===== src/trdb_cpu_pkg.sv =====
/*
 * core-side widths, privilege levels and the
 * opcodes the encoder has to recognise
 */

package trdb_cpu_pkg;

    localparam int unsigned XLEN      = 32; // address and data width
    localparam int unsigned CAUSE_LEN = 5;  // exception cause width
    localparam int unsigned PRIV_LEN  = 2;  // privilege level width
    localparam int unsigned INST_LEN  = 32; // uncompressed instructions only

    // privilege levels, encoded as the core drives priv_lvl
    typedef enum logic [PRIV_LEN-1:0] {
        PRIV_U  = 2'b00, // user
        PRIV_S  = 2'b01, // supervisor
        PRIV_VS = 2'b10, // virtual supervisor
        PRIV_M  = 2'b11  // machine
    } priv_lvl_e;

    // major opcodes, inst[6:0]
    localparam logic [6:0] OPC_BRANCH = 7'b1100011; // beq, bne, blt, bge, bltu, bgeu
    localparam logic [6:0] OPC_JALR   = 7'b1100111; // target not inferable from the binary

endpackage


===== src/trdb_pkt_pkg.sv =====
/*
 * packet types, payload layout and lengths,
 * branch map and resync limits
 */

package trdb_pkt_pkg;

    import trdb_cpu_pkg::*;

    localparam int unsigned BRANCH_MAP_LEN = 31; // outcomes held before a forced F1
    localparam int unsigned BRANCH_CNT_LEN = 5;  // holds 0..31
    localparam int unsigned RESYNC_MAX     = 8;  // packets between two sync packets

    typedef enum logic [1:0] {
        PKT_F1_BRANCH = 2'h0, // full branch map
        PKT_F2_ADDR   = 2'h1, // address after an uninferable jump
        PKT_F3_START  = 2'h2, // sync, start or resync
        PKT_F3_TRAP   = 2'h3  // sync after exception or interrupt
    } packet_type_e;

    localparam int unsigned PAYLOAD_LEN = 80;

    // one payload word, read as sync or as branch info depending on type
    typedef union packed {
        struct packed {
            priv_lvl_e              priv;
            logic                   thaddr;    // iaddr is a trap handler address
            logic                   interrupt;
            logic [CAUSE_LEN-1:0]   ecause;
            logic [XLEN-1:0]        iaddr;
            logic [XLEN-1:0]        tval;
            logic [PAYLOAD_LEN-PRIV_LEN-CAUSE_LEN-2*XLEN-3:0] pad;
        } sync;   // F3
        struct packed {
            logic [BRANCH_CNT_LEN-1:0] branches;   // valid bits in branch_map
            logic [BRANCH_MAP_LEN-1:0] branch_map; // 1 = not taken
            logic [XLEN-1:0]           iaddr;      // zero for F1
            logic [PAYLOAD_LEN-BRANCH_CNT_LEN-BRANCH_MAP_LEN-XLEN-1:0] pad;
        } branch; // F1 and F2
    } packet_payload_u;

    // packet length in bytes
    localparam int unsigned PLEN_LEN = 4;

    localparam logic [PLEN_LEN-1:0] LEN_F1       = 4'd5;  // count + map
    localparam logic [PLEN_LEN-1:0] LEN_F2       = 4'd9;  // count + map + address
    localparam logic [PLEN_LEN-1:0] LEN_F3_START = 4'd5;  // priv + address
    localparam logic [PLEN_LEN-1:0] LEN_F3_TRAP  = 4'd10; // plus cause and tval

endpackage


===== src/trdb_hist_if.sv =====
/*
 * instruction history, this cycle (tc) and last cycle (lc),
 * plus the step strobe that moves it
 */

interface trdb_hist_if import trdb_cpu_pkg::*; ();

    logic                   step;           // history advances on this edge

    // this cycle
    logic                   tc_qualified;
    logic [XLEN-1:0]        tc_iaddr;
    priv_lvl_e              tc_priv;
    logic                   tc_branch;      // conditional branch
    logic                   tc_taken;       // resolved from the nc address

    // last cycle
    logic                   lc_qualified;
    logic                   lc_exception;
    logic                   lc_interrupt;
    logic [CAUSE_LEN-1:0]   lc_cause;
    logic [XLEN-1:0]        lc_tval;
    logic                   lc_updiscon;    // lc was a jalr

    modport pipe (
        output step, tc_qualified, tc_iaddr, tc_priv, tc_branch, tc_taken,
        output lc_qualified, lc_exception, lc_interrupt, lc_cause, lc_tval, lc_updiscon
    );

    // decision side only needs the flags
    modport pri (
        input step, tc_qualified, tc_branch, tc_taken,
        input lc_qualified, lc_exception, lc_updiscon
    );

    // payload fields
    modport emit (
        input tc_iaddr, tc_priv, lc_interrupt, lc_cause, lc_tval
    );

endinterface


===== src/trdb_inst_pipe.sv =====
/*
 * input sampling with cause/tval select by privilege,
 * nc/tc/lc history and instruction type detection
 */

module trdb_inst_pipe import trdb_cpu_pkg::*; (
    input  logic                    clk_i,
    input  logic                    rst_ni,
    input  logic                    stall_i,        // packet held by emitter
    input  logic                    trace_enable_i,
    input  logic                    inst_valid_i,
    input  logic                    iretired_i,
    input  logic                    exception_i,
    input  logic                    interrupt_i,
    input  logic [CAUSE_LEN-1:0]    ucause_i,
    input  logic [CAUSE_LEN-1:0]    scause_i,
    input  logic [CAUSE_LEN-1:0]    vscause_i,
    input  logic [CAUSE_LEN-1:0]    mcause_i,
    input  logic [XLEN-1:0]         utval_i,
    input  logic [XLEN-1:0]         stval_i,
    input  logic [XLEN-1:0]         vstval_i,
    input  logic [XLEN-1:0]         mtval_i,
    input  priv_lvl_e               priv_lvl_i,
    input  logic [INST_LEN-1:0]     inst_data_i,
    input  logic [XLEN-1:0]         pc_i,
    trdb_hist_if.pipe               hist
);

    logic                   step;
    logic [CAUSE_LEN-1:0]   cause;  // selected for the current privilege
    logic [XLEN-1:0]        tval;

    // flags, cleared by reset
    logic nc_qualified_q, nc_exception_q, nc_branch_q, nc_jalr_q;
    logic tc_qualified_q, tc_exception_q, tc_branch_q, tc_jalr_q;
    logic lc_qualified_q, lc_exception_q, lc_updiscon_q;

    // payload
    logic [XLEN-1:0]        nc_iaddr_q, tc_iaddr_q;
    priv_lvl_e              nc_priv_q, tc_priv_q;
    logic                   nc_interrupt_q, tc_interrupt_q, lc_interrupt_q;
    logic [CAUSE_LEN-1:0]   nc_cause_q, tc_cause_q, lc_cause_q;
    logic [XLEN-1:0]        nc_tval_q, tc_tval_q, lc_tval_q;

    assign step = inst_valid_i & iretired_i & ~stall_i; // one retired instr accepted

    always_comb begin
        unique case (priv_lvl_i)
            PRIV_M:  begin cause = mcause_i;  tval = mtval_i;  end
            PRIV_VS: begin cause = vscause_i; tval = vstval_i; end
            PRIV_S:  begin cause = scause_i;  tval = stval_i;  end
            default: begin cause = ucause_i;  tval = utval_i;  end // user
        endcase
    end

    always_ff @(posedge clk_i or negedge rst_ni) begin
        if (!rst_ni) begin
            {nc_qualified_q, nc_exception_q, nc_branch_q, nc_jalr_q} <= '0;
            {tc_qualified_q, tc_exception_q, tc_branch_q, tc_jalr_q} <= '0;
            {lc_qualified_q, lc_exception_q, lc_updiscon_q}          <= '0;
        end else if (step) begin
            nc_qualified_q <= trace_enable_i;
            nc_exception_q <= exception_i;
            nc_branch_q    <= inst_data_i[6:0] == OPC_BRANCH; // decode as it enters nc
            nc_jalr_q      <= inst_data_i[6:0] == OPC_JALR;
            tc_qualified_q <= nc_qualified_q;
            tc_exception_q <= nc_exception_q;
            tc_branch_q    <= nc_branch_q;
            tc_jalr_q      <= nc_jalr_q;
            lc_qualified_q <= tc_qualified_q;
            lc_exception_q <= tc_exception_q;
            lc_updiscon_q  <= tc_jalr_q;
        end
    end

    always_ff @(posedge clk_i) begin
        if (step) begin
            nc_iaddr_q     <= pc_i;
            nc_priv_q      <= priv_lvl_i;
            nc_interrupt_q <= interrupt_i;
            nc_cause_q     <= cause;
            nc_tval_q      <= tval;
            tc_iaddr_q     <= nc_iaddr_q;
            tc_priv_q      <= nc_priv_q;
            tc_interrupt_q <= nc_interrupt_q;
            tc_cause_q     <= nc_cause_q;
            tc_tval_q      <= nc_tval_q;
            lc_interrupt_q <= tc_interrupt_q;
            lc_cause_q     <= tc_cause_q;
            lc_tval_q      <= tc_tval_q;
        end
    end

    assign hist.step         = step;
    assign hist.tc_qualified = tc_qualified_q;
    assign hist.tc_iaddr     = tc_iaddr_q;
    assign hist.tc_priv      = tc_priv_q;
    assign hist.tc_branch    = tc_branch_q;
    // taken when the next instr is not the fall-through
    assign hist.tc_taken     = tc_branch_q & (nc_iaddr_q != tc_iaddr_q + XLEN'(4));
    assign hist.lc_qualified = lc_qualified_q;
    assign hist.lc_exception = lc_exception_q;
    assign hist.lc_interrupt = lc_interrupt_q;
    assign hist.lc_cause     = lc_cause_q;
    assign hist.lc_tval      = lc_tval_q;
    assign hist.lc_updiscon  = lc_updiscon_q;

endmodule


===== src/trdb_branch_map.sv =====
/*
 * branch outcome map with entry count, flush and insert
 */

module trdb_branch_map import trdb_pkt_pkg::*; (
    input  logic                        clk_i,
    input  logic                        rst_ni,
    input  logic                        insert_i, // qualified branch in tc
    input  logic                        taken_i,
    input  logic                        flush_i,  // packet emitted on this step
    output logic [BRANCH_MAP_LEN-1:0]   map_o,
    output logic [BRANCH_CNT_LEN-1:0]   count_o
);

    logic [BRANCH_MAP_LEN-1:0] map_q;
    logic [BRANCH_CNT_LEN-1:0] count_q;

    always_ff @(posedge clk_i or negedge rst_ni) begin
        if (!rst_ni) begin
            map_q   <= '0;
            count_q <= '0;
        end else if (flush_i) begin
            // flush first, the insert becomes entry 0 of the new map
            map_q   <= {{(BRANCH_MAP_LEN-1){1'b0}}, insert_i & ~taken_i};
            count_q <= BRANCH_CNT_LEN'(insert_i);
        end else if (insert_i) begin
            map_q[count_q] <= ~taken_i; // 1 = not taken
            count_q        <= count_q + 1'b1;
        end
    end

    assign map_o   = map_q;
    assign count_o = count_q;

endmodule


===== src/trdb_priority.sv =====
/*
 * packet type decision for the tc instruction
 * and the resync counter
 */

module trdb_priority import trdb_pkt_pkg::*; (
    input  logic                        clk_i,
    input  logic                        rst_ni,
    trdb_hist_if.pri                    hist,
    input  logic [BRANCH_CNT_LEN-1:0]   count_i,
    output logic                        req_valid_o,
    output packet_type_e                req_type_o,
    output logic                        flush_o,
    output logic                        insert_o,
    output logic                        taken_o
);

    logic [$clog2(RESYNC_MAX+1)-1:0]    resync_cnt_q; // packets since last sync
    logic                               tc_active;    // qualified tc on a step
    logic                               resync_due;
    logic                               map_full;

    assign tc_active  = hist.step & hist.tc_qualified;
    assign resync_due = resync_cnt_q >= RESYNC_MAX;
    assign map_full   = count_i == BRANCH_CNT_LEN'(BRANCH_MAP_LEN);

    // rules in priority order
    always_comb begin
        req_valid_o = 1'b0;
        req_type_o  = PKT_F1_BRANCH;
        if (tc_active) begin
            req_valid_o = 1'b1;
            if (!hist.lc_qualified) begin
                req_type_o = PKT_F3_START;  // first qualified instr
            end else if (hist.lc_exception) begin
                req_type_o = PKT_F3_TRAP;   // tc is the handler entry
            end else if (resync_due) begin
                req_type_o = PKT_F3_START;
            end else if (hist.lc_updiscon) begin
                req_type_o = PKT_F2_ADDR;   // jalr target
            end else if (map_full) begin
                req_type_o = PKT_F1_BRANCH;
            end else begin
                req_valid_o = 1'b0;         // nothing to report
            end
        end
    end

    always_ff @(posedge clk_i or negedge rst_ni) begin
        if (!rst_ni) begin
            resync_cnt_q <= '0;
        end else if (req_valid_o) begin
            if (req_type_o inside {PKT_F3_START, PKT_F3_TRAP}) begin
                resync_cnt_q <= '0; // any sync packet restarts the count
            end else begin
                resync_cnt_q <= resync_cnt_q + 1'b1;
            end
        end
    end

    // map control, flush wins and the new outcome lands at entry 0
    assign flush_o  = req_valid_o;
    assign insert_o = tc_active & hist.tc_branch;
    assign taken_o  = hist.tc_taken;

endmodule


===== src/trdb_packet_emitter.sv =====
/*
 * payload assembly per packet type, output register
 * and stall under encapsulator back-pressure
 */

module trdb_packet_emitter import trdb_pkt_pkg::*; (
    input  logic                        clk_i,
    input  logic                        rst_ni,
    trdb_hist_if.emit                   hist,
    input  logic                        req_valid_i,
    input  packet_type_e                req_type_i,
    input  logic [BRANCH_MAP_LEN-1:0]   map_i,
    input  logic [BRANCH_CNT_LEN-1:0]   count_i,
    input  logic                        encapsulator_ready_i,
    output logic                        packet_valid_o,
    output packet_type_e                packet_type_o,
    output logic [PLEN_LEN-1:0]         packet_length_o,
    output packet_payload_u             packet_payload_o,
    output logic                        stall_o
);

    packet_payload_u        payload_d, payload_q;
    logic [PLEN_LEN-1:0]    length_d, length_q;
    packet_type_e           type_q;
    logic                   valid_q;

    // fill the view that belongs to the requested type
    always_comb begin
        payload_d = '0;
        length_d  = LEN_F1;
        unique case (req_type_i)
            PKT_F3_START, PKT_F3_TRAP: begin
                payload_d.sync.priv  = hist.tc_priv;
                payload_d.sync.iaddr = hist.tc_iaddr;
                length_d             = LEN_F3_START;
                if (req_type_i == PKT_F3_TRAP) begin
                    payload_d.sync.thaddr    = 1'b1; // handler follows the trap
                    payload_d.sync.interrupt = hist.lc_interrupt;
                    payload_d.sync.ecause    = hist.lc_cause;
                    payload_d.sync.tval      = hist.lc_tval;
                    length_d                 = LEN_F3_TRAP;
                end
            end
            PKT_F2_ADDR: begin
                payload_d.branch.branches   = count_i;
                payload_d.branch.branch_map = map_i;
                payload_d.branch.iaddr      = hist.tc_iaddr;
                length_d                    = LEN_F2;
            end
            default: begin // F1, iaddr stays zero
                payload_d.branch.branches   = count_i;
                payload_d.branch.branch_map = map_i;
            end
        endcase
    end

    // a request only comes on a step, never while stalled
    always_ff @(posedge clk_i or negedge rst_ni) begin
        if (!rst_ni) begin
            valid_q  <= 1'b0;
            type_q   <= PKT_F1_BRANCH;
            length_q <= LEN_F1;
        end else if (req_valid_i) begin
            valid_q  <= 1'b1;
            type_q   <= req_type_i;
            length_q <= length_d;
        end else if (encapsulator_ready_i) begin
            valid_q  <= 1'b0; // consumed
        end
    end

    always_ff @(posedge clk_i) begin
        if (req_valid_i) begin
            payload_q <= payload_d;
        end
    end

    assign packet_valid_o   = valid_q;
    assign packet_type_o    = type_q;
    assign packet_length_o  = length_q;
    assign packet_payload_o = payload_q;
    assign stall_o          = valid_q & ~encapsulator_ready_i; // hold packet and core

endmodule


===== src/trace_debugger.sv =====
/*
 * trace encoder top level
 */

module trace_debugger import trdb_cpu_pkg::*, trdb_pkt_pkg::*; (
    input  logic                    clk_i,
    input  logic                    rst_ni,
    input  logic                    trace_enable_i,
    input  logic                    inst_valid_i,
    input  logic                    iretired_i,
    input  logic                    exception_i,
    input  logic                    interrupt_i,
    input  logic [CAUSE_LEN-1:0]    ucause_i,
    input  logic [CAUSE_LEN-1:0]    scause_i,
    input  logic [CAUSE_LEN-1:0]    vscause_i,
    input  logic [CAUSE_LEN-1:0]    mcause_i,
    input  logic [XLEN-1:0]         utval_i,
    input  logic [XLEN-1:0]         stval_i,
    input  logic [XLEN-1:0]         vstval_i,
    input  logic [XLEN-1:0]         mtval_i,
    input  priv_lvl_e               priv_lvl_i,
    input  logic [INST_LEN-1:0]     inst_data_i,
    input  logic [XLEN-1:0]         pc_i,
    input  logic                    encapsulator_ready_i,
    output logic                    packet_valid_o,
    output packet_type_e            packet_type_o,
    output logic [PLEN_LEN-1:0]     packet_length_o,
    output logic [PAYLOAD_LEN-1:0]  packet_payload_o,
    output logic                    stall_o
);

    logic                       req_valid, flush, insert, taken;
    packet_type_e               req_type;
    logic [BRANCH_MAP_LEN-1:0]  branch_map;
    logic [BRANCH_CNT_LEN-1:0]  branch_count;

    trdb_hist_if i_hist ();

    trdb_inst_pipe i_inst_pipe (
        .clk_i, .rst_ni,
        .stall_i (stall_o),
        .trace_enable_i, .inst_valid_i, .iretired_i, .exception_i, .interrupt_i,
        .ucause_i, .scause_i, .vscause_i, .mcause_i,
        .utval_i, .stval_i, .vstval_i, .mtval_i,
        .priv_lvl_i, .inst_data_i, .pc_i,
        .hist    (i_hist.pipe)
    );

    trdb_branch_map i_branch_map (
        .clk_i, .rst_ni,
        .insert_i (insert),
        .taken_i  (taken),
        .flush_i  (flush),
        .map_o    (branch_map),
        .count_o  (branch_count)
    );

    trdb_priority i_priority (
        .clk_i, .rst_ni,
        .hist        (i_hist.pri),
        .count_i     (branch_count),
        .req_valid_o (req_valid),
        .req_type_o  (req_type),
        .flush_o     (flush),
        .insert_o    (insert),
        .taken_o     (taken)
    );

    trdb_packet_emitter i_packet_emitter (
        .clk_i, .rst_ni,
        .hist        (i_hist.emit),
        .req_valid_i (req_valid),
        .req_type_i  (req_type),
        .map_i       (branch_map),
        .count_i     (branch_count),
        .encapsulator_ready_i,
        .packet_valid_o, .packet_type_o, .packet_length_o, .packet_payload_o,
        .stall_o
    );

endmodule


===== config.mk =====
export PLATFORM = sky130hd
export DESIGN_NAME = trace_debugger
export DESIGN_NICKNAME = d
export VERILOG_FILES = /design/src/trdb_cpu_pkg.sv /design/src/trdb_pkt_pkg.sv /design/src/trdb_hist_if.sv /design/src/trdb_inst_pipe.sv /design/src/trdb_branch_map.sv /design/src/trdb_priority.sv /design/src/trdb_packet_emitter.sv /design/src/trace_debugger.sv
export SDC_FILE = /design/constraint.sdc
export NUM_CORES = 1
export LEC_CHECK = 0
export ABC_AREA = 1
export BUFFER_PORTS_ARGS = -buffer_cell sky130_fd_sc_hd__buf_2
export CORE_MARGIN = 3
export CORE_UTILIZATION = 30
export DETAILED_ROUTE_END_ITERATION = 16
export GPL_ROUTABILITY_DRIVEN = 1
export REMOVE_ABC_BUFFERS = 1
export SLEW_MARGIN = 15
export SYNTH_ARGS = -nofsm -noshare
export SYNTH_HDL_FRONTEND = slang
export SYNTH_HIERARCHICAL = 1
export SYNTH_SLANG_ARGS = --single-unit

===== constraint.sdc =====
create_clock -name clk_i -period 9.8 [get_ports clk_i]
set_input_delay 0.49 -clock clk_i [delete_from_list [all_inputs] [get_ports clk_i]]
set_output_delay 0.49 -clock clk_i [all_outputs]
set_load 0.03 [all_outputs]

* Word level (Yosys, flattened, before mapping)
Index checks and enable logic that the tools add are counted.
W data, S select, Z words.
** Word-level totals
- Register bits after elaboration :: 313
- Input port bits :: 222
- Output and inout port bits :: 88
- Word-level logic and storage cells :: 93
** Operators by class
- $add $sub $neg :: 3
- $lt $le $gt $ge :: 3
- Equality and inequality tests :: 10
- Muxes and demuxes :: 29
- Bitwise gates (word level) :: 10
- Reduce and logical (&&, ||, !) cells :: 6
** Operator list (count)
- $pmux W32 S3 :: 1
- $pmux W32 S2 :: 1
- $mux W31 :: 2
- $mux W36 :: 1
- $add A32 B3 Y32 const B :: 1
- $mux W32 :: 1
- $ne A32 B32 Y1 :: 1
- $bwmux W31 :: 1
- $pmux W5 S3 :: 1
- $eq A7 B7 Y1 const B :: 2
- $mux W1 :: 10
- $mux W5 :: 2
- $eq A2 B2 Y1 const B :: 4
- $mux W2 :: 4
- $mux W4 :: 2
- $pmux W4 S2 :: 1
- $and A1 B1 Y1 :: 7
- $mux W7 :: 1
- $lt A5 B6 Y1 const B :: 1
- $reduce_bool A2 Y1 :: 3
- $add A5 B1 Y5 const B :: 1
- $demux W1 S5 :: 1
- $eq A5 B5 Y1 const B :: 1
- $ge A5 B1 Y1 const B :: 1
- other kinds (7) :: 10

* Longest topological paths before layout
- Depth after elaboration :: 9
- Depth in mapped cells :: 24
- Gate-level depth less buffers :: 22

* Modules after synthesis
The synthesis kept the hierarchy.
** By module, submodules not included
- trdb_inst_pipe :: times used 1, cells each 746, area an instance 8219.1 µm², seq. area each 5740.5 µm²
- trdb_packet_emitter :: times used 1, cells each 346, area an instance 3542.1 µm², seq. area each 2369.8 µm²
- trdb_branch_map :: times used 1, cells each 285, area an instance 2018.2 µm², seq. area each 900.9 µm²
- trdb_priority :: times used 1, cells each 59, area an instance 375.4 µm², seq. area each 100.1 µm²

* Worst setup path after synthesis
Ideal clock, no wire load.
- Path kind :: flip-flop to flip-flop
- From :: register i_packet_emitter.valid_q (netlist: i_packet_emitter/packet_valid_o)
- To :: register i_packet_emitter.length_q[2] (netlist: i_packet_emitter/packet_length_o[2])
- Setup time :: 81 ps
- Arrival time :: 7978 ps
- Data required time :: 9719 ps
- Path slack :: 1741 ps
- Stages on the path, launching flop included :: 10
- Path buffers :: 2
- Clock period less this slack :: 8059 ps
- Path through :: dfrtp_1 inv_1 nor2_1 nor2_1 clkbuf_1 nand2_2 nor2_1 buf_4 inv_1 o21ai_0
** Between the ends
- Elaborated cells on any way between the ends :: 12
- Classes of those cells :: eq/ne: 3; mux: 4; bitwise: 4; reduce/logical: 1
** RTL lines
- start, declared :: RTL line trdb_packet_emitter.sv:25 : logic valid_q;
- start signal, assigned :: RTL line trdb_packet_emitter.sv:60 : valid_q <= 1'b0;
- start signal, assigned :: RTL line trdb_packet_emitter.sv:64 : valid_q <= 1'b1;
- start signal, assigned :: RTL line trdb_packet_emitter.sv:68 : valid_q <= 1'b0;
- $and A1 B1 Y1 :: RTL line trdb_packet_emitter.sv:82 : assign stall_o = valid_q & ~encapsulator_ready_i;
- net stall_o :: RTL line trace_debugger.sv:29 : output logic stall_o
- $not A1 Y1 :: RTL line trdb_inst_pipe.sv:45 : assign step = inst_valid_i & iretired_i & ~stall_i;
- $and A1 B1 Y1 :: RTL line trdb_inst_pipe.sv:45
- net i_hist.step :: RTL line trdb_hist_if.sv:8 : logic step;
- $and A1 B1 Y1 :: RTL line trdb_priority.sv:23 : assign tc_active = hist.step & hist.tc_qualified;
- $mux W1 :: RTL line trdb_priority.sv:31 : if (tc_active) begin
- net flush :: RTL line trace_debugger.sv:32 : logic req_valid, flush, insert, taken;
- end signal, assigned :: RTL line trdb_packet_emitter.sv:66 : length_q <= length_d;
- end, declared :: RTL line trdb_packet_emitter.sv:23 : logic [PLEN_LEN-1:0] length_d, length_q;
The timed path passes the listed nets, and every way through them passes these cells.
A chain may end at the register's enable or synchronous reset.

* Final worst setup path
- From :: register i_packet_emitter.valid_q (netlist: i_packet_emitter/packet_valid_o)
- To :: register i_packet_emitter.payload_q, in the netlist i_packet_emitter/packet_payload_o[23] (data pin)
** Between the ends
- Word-level cells in the longest chain between the ends :: 8
- Elaborated cells on any way between the ends :: 11
- Classes of those cells :: eq/ne: 3; mux: 3; bitwise: 4; reduce/logical: 1
** Ends and longest elaborated chain
- $and A1 B1 Y1 (*) :: RTL line trdb_packet_emitter.sv:82
- $not A1 Y1 (*) :: RTL line trdb_inst_pipe.sv:45
- $and A1 B1 Y1 (*) :: RTL line trdb_inst_pipe.sv:45
- net i_hist.step :: RTL line trdb_hist_if.sv:8
- $and A1 B1 Y1 (*) :: RTL line trdb_priority.sv:23
- $mux W2 (*) :: RTL line trdb_priority.sv:31
- net req_type[0] :: RTL line trace_debugger.sv:33 : packet_type_e req_type;
- $eq A2 B2 Y1 (on tied branches) :: RTL line trdb_packet_emitter.sv:31, trdb_packet_emitter.sv:36
- $mux W32 / $reduce_or A2 Y1 (equally long branches) :: RTL line trdb_packet_emitter.sv:36, trdb_packet_emitter.sv:31
- $pmux W32 S2 (*) :: RTL line trdb_packet_emitter.sv:31 : unique case (req_type_i)
- end signal, assigned :: RTL line trdb_packet_emitter.sv:74 : payload_q <= payload_d;
- end, declared :: RTL line trdb_packet_emitter.sv:22 : packet_payload_u payload_d, payload_q;
The timed path passes the listed nets; every way through them passes the cells marked *.

==> impl_metrics.yaml <==
cts:
  clock_latency_ns: 0.53
  cts_tree: "built"
  cts_buffer_depth: 3
  cts.sinks: 313
  clkTransAtPathRegs_ns: 0.06
  root_buffer: "clkbuf_16"
  cts_buffers: 35
  holdBufCountCts: 0
  cts_setup_buffers: 0
  cts_resized: 0
  htree_num_levels: 2
global_routing:
  grt_pass1_vias: 10300
  grt_pass1_wl_um: 56800
  overflow: 0
  grt_usage_pct: 14.4
  grt_max_degree: 139
  grt_antenna_before_repair: 6
setup_path:
  critPathTopFamily: "simple AND/OR/NAND/NOR gates"
  start_kind: "flop"
  end_kind: "flop"
  worstPathCellList: "inv_1, nor2_1, nor2_4, buf_4, nand2_2, inv_2, nand2_1, nor2_4, buf_4, nand3_1, nand2_1"
  cp_slowest_cell: "nor2_4"
  critPathMaxFanout: 57
  slowest_delay_ns: 0.77
  cp.required_ns: 10.18
  path_class: "reg2reg"
  path_buf_inv: 4
  cp.arrival_ns: 3.92
pwr:
  peakVddDrop_mv: 0.0843
  power.density_nw_per_um2: 191
  leakagePower_uw: 0.00745
  finalPower_uw: 3290
routing:
  drt-total-wl_um: 37100
  drc_errors: 0
  wire_per_inst_um: 15.9
  vias: 10700
  drtIter0Drc: 651
  firstDrtPassIters: 5
  drt.antenna.violating_nets: 0
  viasPerCell: 4.58
place:
  dp_hpwl_um: 25200
  gp_congestion: 0.838
  dp_cells: 2266
  io_buffer_count: 277
  pre_cts_slack_ns: 6.04
synthesis:
  synthesis.area_um2: 14200
  synth-edff-count: 255
  yosys_register_bits: 313
  syn_inst: 1436
  ys.flop_type: "edfxtp_1"
  synth_top_area_share_pct: 54.1
  ys_types: 34
  synth_warnings: 6
  synth.area.top_cells: "edfxtp_1, nand2_1, dfrtp_1, nand3_1, inv_1"
  synth_area_leader_cell: "edfxtp_1"
  ys_seq_area_share_pct: 64.4
  async_flop_share_pct: 18.5
  avgSynthCellArea_um2: 9.86
layout:
  layoutNonFillerInstCount: 2334
  fill_cells: 4551
  drive_gt1_share_pct: 22.2
  finalNetCount: 1932
  syn_to_final_growth_pct: 22.0
sta:
  fmax_mhz: 282
  max-slew-margin-rel_pct: 32.1
  slew_viol_final: 0
  hold_ws_ns: 0.135
  finalCritPeriodShare_pct: 36.1
  rsz0062_at_grt: "no"
  fin_ws_ns: 6.26
  tightestPinTransition_ns: 1.02
  skew_ns: 0.0205
  finalSetupViolCount: 0
  period_needed_ns: 3.54
  hold_viol_final: 0
floorplan:
  core_area_um2: 46000
  rows: 78
  die_w_um: 223
  initial_core_util_pct: 30.8
  io_pins: 310
  die_area_um2: 49800
  die_h_um: 223
run:
  cap_violations: 0
outcome:
  status: "complete, no violations"
worst_hold_path:
  min-delay-path-class: "in2async"
==> cells by family after synthesis <==
kind of cell	after synthesis	share of synthesized area, %
XOR/XNOR	21	1.30
adder cells (fa/ha/maj)	7	0.619
other	1	0.0265
AO/OA/AOI/OAI	36	1.46
flip-flops	313	64.4
AND/OR/NAND/NOR	877	26.7
buffers and inverters	181	5.55
==> cells in the mapped netlist, types with 3 or more instances <==
cell,n
edfxtp_1,255
nand2_2,7
nor3_1,4
xnor2_1,7
nor2_2,10
o21ai_0,18
xor2_1,14
nand3_2,3
nor2_1,88
nor2_4,8
nand3_1,131
clkbuf_1,20
inv_2,7
ha_1,7
inv_1,110
dfrtp_1,56
buf_2,25
o21bai_1,7
nand3b_1,7
nand2_1,558
buf_4,12
nand2_4,3
a21oi_1,6
nand4_1,57
buf_6,4
==> worst paths after layout <==
path / startpoint / to / slack, ns / cells past startpoint
setup / recovery: i_packet_emitter/packet_valid_o / i_packet_emitter/packet_payload_o[23] / 6.26 / 11
hold / removal: rst_ni / i_inst_pipe/nc_jalr_q / 0.14 / 2
setup reg to reg: i_packet_emitter/packet_valid_o / i_packet_emitter/packet_payload_o[23] / 6.26 / 11
hold reg to reg: i_inst_pipe/tc_tval_q[12] / i_inst_pipe/hist.lc_tval[12] / 0.41 / 0
max in group asynchronous: rst_ni / i_branch_map/map_o[4] / 9.08 / 2
min in group clk_i: pc_i[22] / i_inst_pipe/nc_iaddr_q[22] / 0.14 / 1
==> cell type report <==
class	count	area, um2	area share, %
Antenna cell	5	12.5	0.0725
Inverter	119	447	2.59
Clock inverter	16	188	1.09
Sequential cell	313	9110	52.8
Multi-Input combinational cell	948	4330	25.1
Timing Repair Buffer	286	1470	8.49
Clock buffer	47	963	5.58
Tap cell	600	751	4.35
==> worst reg2reg max path, cell delays in order (launching register included) <==
cell	delay (ns)
dfrtp_1	0.38
inv_1	0.07
nor2_1	0.07
nor2_4	0.10
buf_4	0.61
nand2_2	0.26
inv_2	0.21
nand2_1	0.12
nor2_4	0.77
buf_4	0.54
nand3_1	0.18
nand2_1	0.11
==> placed cells by master (no fill, tap or decap), types with 2 or more instances in the layout <==
master and count:
dfrtp_1 56, xnor2_1 7, clkbuf_1 10, nand2_4 3
clkinv_2 5, nand2_1 558, o21ai_0 18, conb_1 7
nor2_1 83, o21bai_1 7, ha_1 7, clkbuf_16 37
nand3_1 131, edfxtp_1 255, nor2_2 10, buf_2 277
nand3b_1 7, a21oi_1 5, buf_4 8, o21ai_1 2
xor2_1 14, clkinv_1 5, nor3_1 4, inv_2 7
clkinvlp_4 3, inv_1 110, dfstp_2 2, nand2_2 7
diode_2 5, bufinv_16 4, nand3_2 3, nand4_1 57
nor2_4 13
==> sequential cells by signal, summed over array words and instances, names as in the netlist, 2 cells and up <==
signal / flops
i_inst_pipe/hist.lc_cause: 5
i_inst_pipe/nc_priv_q: 2
i_inst_pipe/hist.lc_tval: 32
i_packet_emitter/packet_length_o: 4
i_inst_pipe/hist.tc_iaddr: 32
i_priority/resync_cnt_q: 4
i_packet_emitter/packet_type_o: 2
i_branch_map/map_o: 31
i_branch_map/count_o: 5
i_inst_pipe/tc_cause_q: 5
i_inst_pipe/hist.tc_priv: 2
i_packet_emitter/packet_payload_o: 73
i_inst_pipe/nc_iaddr_q: 32
i_inst_pipe/nc_cause_q: 5
i_inst_pipe/nc_tval_q: 32
i_inst_pipe/tc_tval_q: 32
==> power by group <==
| part | switching, uW | leakage [uW] | total (uW) | internal [uW] |
|---|---|---|---|---|
| registers | 58.6 | 0.00316 | 1610 | 1550 |
| logic | 248 | 0.00373 | 364 | 116 |
| clock network | 518 | 0.000554 | 1320 | 799 |
==> metrics by stage <==
| stage | TNS [ns] | utilization, % | cell area [um2] |
|---|---|---|---|
| after floorplan | -860.59 | - | 13800 |
| after global placement | 0 | 35.0 | 16100 |
| after detailed placement | 0 | 35.0 | 16100 |
| after CTS | 0 | 37.5 | 17300 |
| after global routing | 0 | 37.6 | 17300 |
| final | 0 | 37.6 | 17300 |
==> metal layers <==
metal	global-route usage [%]	vias to the layer above	part of all wire (%)
li1	-	5269	-
met3	2.62	69	4.9
met4	4.76	2	2.9
met5	0	-	0.024
met1	19.2	5054	45
met2	23.8	296	47
(Power assumes the default switching activity.)
